--- config.mk ---
export PLATFORM = sky130hd
export DESIGN_NAME = issueStage
export DESIGN_NICKNAME = d
export VERILOG_FILES = /design/src/design/issuePkg.sv /design/src/design/issueRing.sv /design/src/design/hazardTable.sv /design/src/design/branchStall.sv /design/src/design/issueStage.sv
export VERILOG_INCLUDE_DIRS = /design/src /design/src/design
export SDC_FILE = /design/constraint.sdc
export NUM_CORES = 1
export LEC_CHECK = 0
export BUFFER_PORTS_ARGS = -buffer_cell sky130_fd_sc_hd__buf_2
export CAP_MARGIN = 15
export CORE_MARGIN = 3
export CORE_UTILIZATION = 40
export DETAILED_ROUTE_END_ITERATION = 10
export SYNTH_ARGS = -nofsm -noshare
export SYNTH_HDL_FRONTEND = slang
export SYNTH_HIERARCHICAL = 1
export SYNTH_SLANG_ARGS = --single-unit
--- constraint.sdc ---
create_clock -name clock -period 16.2 [get_ports clock]
set_input_delay 0.81 -clock clock [delete_from_list [all_inputs] [get_ports clock]]
set_output_delay 0.81 -clock clock [all_outputs]
set_load 0.03 [all_outputs]
--- src/design/issue_cfg.svh ---
// Sizing defines for the issue stage, included by the package and by the RTL that sizes arrays
`ifndef ISSUE_CFG_SVH
`define ISSUE_CFG_SVH

// In-flight table depth, must be a power of two
`define ISSUE_ENTRIES 8

// Register index width for both units
`define IDX_WIDTH 5

`endif

--- src/design/issuePkg.sv ---
// Instruction, operand and table types shared by the issue stage RTL and its testbench
`include "issue_cfg.svh"

package issuePkg;

	//////////////////////////////
	// Instruction word
	//////////////////////////////

	typedef struct packed {
		logic                   valid;
		logic [`IDX_WIDTH-1:0]  index;
	} operand_t;

	typedef struct packed {
		logic [1:0] opType;
		logic [1:0] opClass;
		logic [1:0] opCode;
		logic [3:0] sliceLen;     // Zero means not sliced
		operand_t   dst;
		operand_t   src1;
		operand_t   src2;
		operand_t   src3;
	} regForm_t;

	typedef struct packed {
		logic [1:0]  opType;
		logic [1:0]  opClass;
		logic [1:0]  opCode;
		logic [27:0] target;      // Branch offset, not used here
	} brForm_t;

	// Same 34 bits, read either way
	typedef union packed {
		regForm_t regForm;
		brForm_t  brForm;
	} instrWord_u;

	//////////////////////////////
	// Table side
	//////////////////////////////

	typedef struct packed {
		logic                   valid;
		logic                   unit;     // Vector is 1
		logic [`IDX_WIDTH-1:0]  index;
	} regIndex_t;

	typedef struct packed {
		logic raw;
		logic war;
		logic waw;
		logic rar;
	} hazard_t;

	typedef struct packed {
		logic       valid;
		logic       branch;
		logic [3:0] sliceLen;
		regIndex_t  dst;
		regIndex_t  src1;
		regIndex_t  src2;
		regIndex_t  src3;
	} entry_t;

	typedef logic [$clog2(`ISSUE_ENTRIES)-1:0] tag_t;

endpackage

--- src/design/issueRing.sv ---
// Ring pointer counter that hands out issue tags and tracks table occupancy for the hazard table
`timescale 1ns/1ps
`include "issue_cfg.svh"

module issueRing (
	input  logic           clock,
	input  logic           reset,
	input  logic           advanceWrite,   // Accept of a new instruction
	input  logic           advanceRead,    // Retire of the oldest entry
	output issuePkg::tag_t writeTag,
	output issuePkg::tag_t readTag,
	output logic           notFull,
	output logic           empty
);

	localparam int CountWidth = $clog2(`ISSUE_ENTRIES) + 1;

	issuePkg::tag_t        writePtr;
	issuePkg::tag_t        readPtr;
	logic [CountWidth-1:0] count;

	// Pointers wrap on their own since the depth is a power of two
	always_ff @(posedge clock) begin
		if (reset) begin
			writePtr <= '0;
			readPtr  <= '0;
			count    <= '0;
		end else begin
			if (advanceWrite)
				writePtr <= writePtr + 1'b1;
			if (advanceRead)
				readPtr <= readPtr + 1'b1;
			case ({advanceWrite, advanceRead})
				2'b10:   count <= count + 1'b1;
				2'b01:   count <= count - 1'b1;
				default: count <= count;     // Both or neither
			endcase
		end
	end

	assign writeTag = writePtr;
	assign readTag  = readPtr;
	assign notFull  = (count != CountWidth'(`ISSUE_ENTRIES));
	assign empty    = (count == '0);

endmodule

--- src/design/hazardTable.sv ---
// In-flight instruction table that checks requests for hazards and registers the issue outputs
`timescale 1ns/1ps
`include "issue_cfg.svh"

module hazardTable (
	input  logic                 clock,
	input  logic                 reset,
	input  logic                 request,
	input  issuePkg::instrWord_u instr,
	input  logic                 isVec,
	input  logic                 slice,
	input  logic                 commit,
	input  logic                 notFull,
	input  logic                 empty,
	input  logic                 block,
	input  issuePkg::tag_t       writeTag,
	input  issuePkg::tag_t       readTag,
	output logic                 accept,
	output logic                 retire,
	output logic                 branchIssued,
	output logic                 branchRetired,
	output logic                 issueValid,
	output issuePkg::instrWord_u issueInstr,
	output issuePkg::tag_t       issueTag,
	output issuePkg::hazard_t    hazards
);

	issuePkg::entry_t    inflight [`ISSUE_ENTRIES];

	logic                isBranch;
	logic                canIssue;
	issuePkg::regIndex_t inDst;
	issuePkg::regIndex_t inSrc1;
	issuePkg::regIndex_t inSrc2;
	issuePkg::regIndex_t inSrc3;
	issuePkg::hazard_t   match;
	issuePkg::entry_t    newEntry;

	// Both valid and equal with the unit bit included
	function automatic logic sameReg(issuePkg::regIndex_t a, issuePkg::regIndex_t b);
		return a.valid & b.valid & (a == b);
	endfunction

	function automatic logic anySrc(issuePkg::regIndex_t a, issuePkg::entry_t e);
		return sameReg(a, e.src1) | sameReg(a, e.src2) | sameReg(a, e.src3);
	endfunction

	function automatic issuePkg::regIndex_t toIndex(issuePkg::operand_t op, logic vec,
		logic enable);
		return '{valid: op.valid & enable, unit: vec, index: op.index};
	endfunction

	//////////////////////////////
	// Decode
	//////////////////////////////

	assign isBranch = (instr.brForm.opType == 2'd2) && (instr.brForm.opClass == 2'd1)
		&& (instr.brForm.opCode == 2'd1);

	// Branch bits overlay the operand fields and are ignored
	assign inDst  = toIndex(instr.regForm.dst,  isVec, ~isBranch);
	assign inSrc1 = toIndex(instr.regForm.src1, isVec, ~isBranch);
	assign inSrc2 = toIndex(instr.regForm.src2, isVec, ~isBranch);
	assign inSrc3 = toIndex(instr.regForm.src3, isVec, ~isBranch);

	always_comb begin
		match = '0;
		for (int i = 0; i < `ISSUE_ENTRIES; i++) begin
			if (inflight[i].valid) begin
				match.raw = match.raw | sameReg(inSrc1, inflight[i].dst)
					| sameReg(inSrc2, inflight[i].dst) | sameReg(inSrc3, inflight[i].dst);
				match.war = match.war | anySrc(inDst, inflight[i]);
				match.waw = match.waw | sameReg(inDst, inflight[i].dst);
				if (inflight[i].sliceLen != '0) begin
					match.rar = match.rar | anySrc(inSrc1, inflight[i])
						| anySrc(inSrc2, inflight[i]) | anySrc(inSrc3, inflight[i]);
				end
			end
		end
		match.rar = match.rar & slice;   // Reads only collide when slicing
	end

	// RAR is reported but never holds an instruction back
	assign canIssue = request & ~(match.raw | match.war | match.waw) & notFull & ~block;
	assign accept   = canIssue;
	assign retire   = commit & ~empty;

	assign branchIssued  = accept & isBranch;
	assign branchRetired = retire & inflight[readTag].branch;

	assign newEntry = '{
		valid:    1'b1,
		branch:   isBranch,
		sliceLen: isBranch ? 4'd0 : instr.regForm.sliceLen,
		dst:      inDst,
		src1:     inSrc1,
		src2:     inSrc2,
		src3:     inSrc3
	};

	//////////////////////////////
	// Table and outputs
	//////////////////////////////

	always_ff @(posedge clock) begin
		if (reset) begin
			for (int i = 0; i < `ISSUE_ENTRIES; i++)
				inflight[i].valid <= 1'b0;
		end else begin
			if (retire)
				inflight[readTag].valid <= 1'b0;   // Head entry leaves
			if (accept)
				inflight[writeTag] <= newEntry;
		end
	end

	always_ff @(posedge clock) begin
		if (reset) begin
			issueValid <= 1'b0;
			hazards    <= '0;
		end else begin
			issueValid <= accept;
			hazards    <= request ? match : '0;
		end
	end

	always_ff @(posedge clock) begin
		if (accept) begin
			issueInstr <= instr;
			issueTag   <= writeTag;
		end
	end

endmodule

--- src/design/branchStall.sv ---
// Branch stall FSM that blocks further issue from a branch's issue until that branch commits
`timescale 1ns/1ps

module branchStall (
	input  logic clock,
	input  logic reset,
	input  logic branchIssued,    // Pulse, a branch was accepted
	input  logic branchRetired,   // Pulse, a branch entry was retired
	output logic block
);

	typedef enum logic {
		Run,
		Stall
	} state_t;

	state_t state;
	state_t nextState;

	always_comb begin
		nextState = state;
		case (state)
			Run: begin
				if (branchIssued)
					nextState = Stall;
			end
			Stall: begin
				// Only one branch can be in flight
				if (branchRetired)
					nextState = Run;
			end
			default: nextState = Run;
		endcase
	end

	always_ff @(posedge clock) begin
		if (reset)
			state <= Run;
		else
			state <= nextState;
	end

	assign block = (state == Stall);

endmodule

--- src/design/issueStage.sv ---
// Issue stage top that ties the hazard table to its tag ring and branch stall FSM
`timescale 1ns/1ps

module issueStage (
	input  logic                 clock,
	input  logic                 reset,
	input  logic                 request,    // Held until issued
	input  issuePkg::instrWord_u instr,
	input  logic                 isVec,
	input  logic                 slice,
	input  logic                 commit,     // One-cycle pulse
	output logic                 issueValid,
	output issuePkg::instrWord_u issueInstr,
	output issuePkg::tag_t       issueTag,
	output issuePkg::hazard_t    hazards,
	output logic                 stalled
);

	logic           accept;
	logic           retire;
	logic           branchIssued;
	logic           branchRetired;
	logic           notFull;
	logic           empty;
	logic           block;
	issuePkg::tag_t writeTag;
	issuePkg::tag_t readTag;

	hazardTable table0 (
		.clock         (clock),
		.reset         (reset),
		.request       (request),
		.instr         (instr),
		.isVec         (isVec),
		.slice         (slice),
		.commit        (commit),
		.notFull       (notFull),
		.empty         (empty),
		.block         (block),
		.writeTag      (writeTag),
		.readTag       (readTag),
		.accept        (accept),
		.retire        (retire),
		.branchIssued  (branchIssued),
		.branchRetired (branchRetired),
		.issueValid    (issueValid),
		.issueInstr    (issueInstr),
		.issueTag      (issueTag),
		.hazards       (hazards)
	);

	issueRing ring0 (
		.clock        (clock),
		.reset        (reset),
		.advanceWrite (accept),
		.advanceRead  (retire),
		.writeTag     (writeTag),
		.readTag      (readTag),
		.notFull      (notFull),
		.empty        (empty)
	);

	branchStall stall0 (
		.clock         (clock),
		.reset         (reset),
		.branchIssued  (branchIssued),
		.branchRetired (branchRetired),
		.block         (block)
	);

	assign stalled = block;

endmodule

==> impl_metrics.toml <==
[pwr]
p_leak_nw = 7.38
power.total_mw = 2.19
p_per_area_mw_per_mm2 = 97.9
irDropWorstVdd_mv = 0.107

[global_route]
grt_pass1_wl_um = 88700
grt_use_total_pct = 21.8
grt_max_degree = 44
first_global_vias = 14140
antenna_found_initial = 1
overflow = 0

[setup_path]
reg2reg_slack_ps = 11550
worstPathRequired_ps = 16650
r2r-end = "ring0/count[3]"
crit_type = "input port to flip-flop"
r2r_cells = 16
crit_path_end_kind = "flip-flop"
regToRegStartpoint = "table0/inflight[3][27]"
worstSetupStartpointType = "input port"
crit_arrival_ps = 6390
path_max_fanout = 41

[clock_network]
cts_buffers = 37
cts_max_level = 2
cts_tree = "yes"
clk_latency_ps = 570
postCtsSetupBuffers = 0
clkTransAtPathRegs_ps = 60
postCtsHoldBufs = 0
clock-sinks = 301
cts-root-buf = "clkbuf_16"
cts_resized = 0
clk_path_buf_depth = 3

[route]
ant_nets = 0
wl_per_cell_um = 24.1
finalWirelength_um = 58500
drc = 0
firstDrtPassIters = 7
drt-initial-drc-count = 1100
dr_total_vias = 13673
viasPerCell = 5.63

[run]
cap_violations = 0

[timing]
slew_violations = 0
slew_headroom_pct = 27.6
worstMarginPinSlew_ps = 1090
fin_setup_tns_ps = 0
finalSetupViolCount = 0
rsz0062_at_grt = "no"
fmax_ghz = 0.168
fin_crit_ps = 5940
min_period_over_period_pct = 36.7
hold_violations = 0
skew_ps = 16.8

[floorplanning]
die-width_um = 231
boundaryPins = 83
rows = 81
initial_core_util_pct = 41.0
core_region_area_mm2 = 0.0495
fp.dieH_um = 231
dieArea_mm2 = 0.0534

[cells_and_area]
drive_gt1_share_pct = 11.4
syn2layout_area_growth_pct = 10.3
n_antenna_cell = 0
fin_nets = 1910
nFillCells = 4591

[place]
place.gp.congestion = 0.838
hpwl_um = 35800
port_buffers = 82

[yosys]
synth.avg_cell_area_um2 = 11.9
synth_edf_count = 277
ys_top_cells_by_area = "edfxtp_1 (41%), xnor2_1 (18%), xor2_1 (9.9%)"
yosysWarnings = 6
synth-seq-area-share_pct = 43.4
synthCells = 1703
yosysTopAreaCell = "edfxtp_1"
synth_cell_types = 56
post-synth-top-area-fraction_pct = 41.1
ys.flop_type = "edfxtp_1"
synth_nets = 1876
syn_area_mm2 = 0.0203
async_flop_share_pct = 0
synth-seq-cells = 301

[run_status]
status = "finished, final reports clean"

[min_path]
min_path_type = "input port to flip-flop"
holdPathEnd = "table0/issueInstr[24]"
hold_depth = 1
hold_start = "instr[24]"
-- cell usage in the layout (no fill, tap or decap), drive strengths merged, types with 5 or more instances in the layout --
master,instances
and2,9
edfxtp,277
bufinv,5
buf,119
nand3,23
a31oi,12
nand3b,18
nor4b,76
nand2,22
clkinv,17
xor2,230
nand4b,32
inv,18
ha,133
nand4,93
nand2b,7
xnor2,420
nor2b,7
nor3,35
clkbuf,39
a21oi,8
nor2,28
o31ai,12
dfxtp,24
nor4,59
-- logic make-up after synthesis --
kind of cell	Yosys count	synth area share, %
multiplexers	7	0.364
AO/OA/AOI/OAI	53	2.00
buffers and inverters	138	4.05
flip-flops	301	43.4
XOR/XNOR	650	28.1
AND/OR/NAND/NOR	421	13.8
adder cells (fa/ha/maj)	133	8.21
-- Yosys cell counts, types with 9 or more instances --
cell and instances:
a31oi_1 12, and2_1 9, buf_1 12, buf_2 46, buf_4 18, buf_6 22
clkbuf_1 18, dfxtp_1 24, edfxtp_1 277, ha_1 133, inv_1 14, nand2_1 22
nand3_1 23, nand3b_1 18, nand4_1 93, nand4b_1 32, nor2_1 28, nor3_1 26
nor3_2 9, nor4_1 59, nor4b_1 76, o31ai_1 12, xnor2_1 420, xor2_1 229
-- cell type report --
class | instances | area [µm²] | share of cell area, %
Inverter | 14 | 52.6 | 0.235
Timing Repair Buffer | 119 | 688 | 3.08
Clock buffer | 39 | 933 | 4.18
Multi-Input combinational cell | 1264 | 10700 | 47.9
Sequential cell | 301 | 8800 | 39.4
Tap cell | 664 | 831 | 3.72
Clock inverter | 29 | 337 | 1.51
-- per-layer routing --
metal	global-route usage (%)	up-vias	routed length [µm]
met5	0	-	0
met4	7.21	0	1680
met3	3.13	111	3610
met2	35.6	462	27100
met1	29.9	6856	26100
li1	-	6244	-
-- registers in the layout, summed over array words and instances, names as in the netlist --
register / count
ring0/writeTag: 3
ring0/readTag: 3
ring0/count: 4
table0/issueValid: 1
table0/inflight: 248
table0/hazards: 4
stall0/block: 1
table0/issueTag: 3
table0/issueInstr: 34
-- worst max-delay path by stage --
stage | to | cells after the start | slack [ps] | start
after floorplan | ring0/count[3] | 20 | 9190 | instr[29]
after global placement | ring0/count[2] | 22 | 9870 | instr[29]
after detailed placement | ring0/count[3] | 20 | 9660 | instr[29]
after CTS | ring0/count[3] | 20 | 10260 | instr[29]
after global routing | ring0/count[2] | 22 | 9790 | instr[29]
final | ring0/count[3] | 20 | 10260 | instr[29]
-- critical path, stage by stage --
cell and delay, ps:
buf_2 110, nor4bb_1 320, nand3b_1 350, and2_2 680
ha_1 470, nor2b_1 40, o2111ai_1 90, nor4b_1 110
a2111oi_4 400, nand3_1 110, or4_1 410, buf_4 260
nor2_4 130, buf_4 510, inv_1 150, ha_1 440
nor4b_1 400, a41oi_1 100, o41ai_2 90, mux2_1 360
-- per-stage QoR --
step / util, % / instances / area (µm²) / setup slack, ps / hold slack, ps
2_1_floorplan: - / 1703 / 20300 / 9190 / 445
3_3_place_gp: 42.6 / 2362 / 21100 / 9870 / 469
3_5_place_dp: 42.6 / 2362 / 21100 / 9660 / 483
4_1_cts: 45.2 / 2430 / 22300 / 10260 / 400
5_1_grt: 45.2 / 2430 / 22300 / 9790 / 411
6_report: 45.2 / 2430 / 22300 / 10260 / 433
-- power breakdown --
part | switching [mW] | internal [mW] | total (mW)
Sequential | 0.0455 | 0.903 | 0.949
Clock | 0.350 | 0.507 | 0.858
Combinational | 0.241 | 0.139 | 0.380
(Power assumes the default switching activity.)
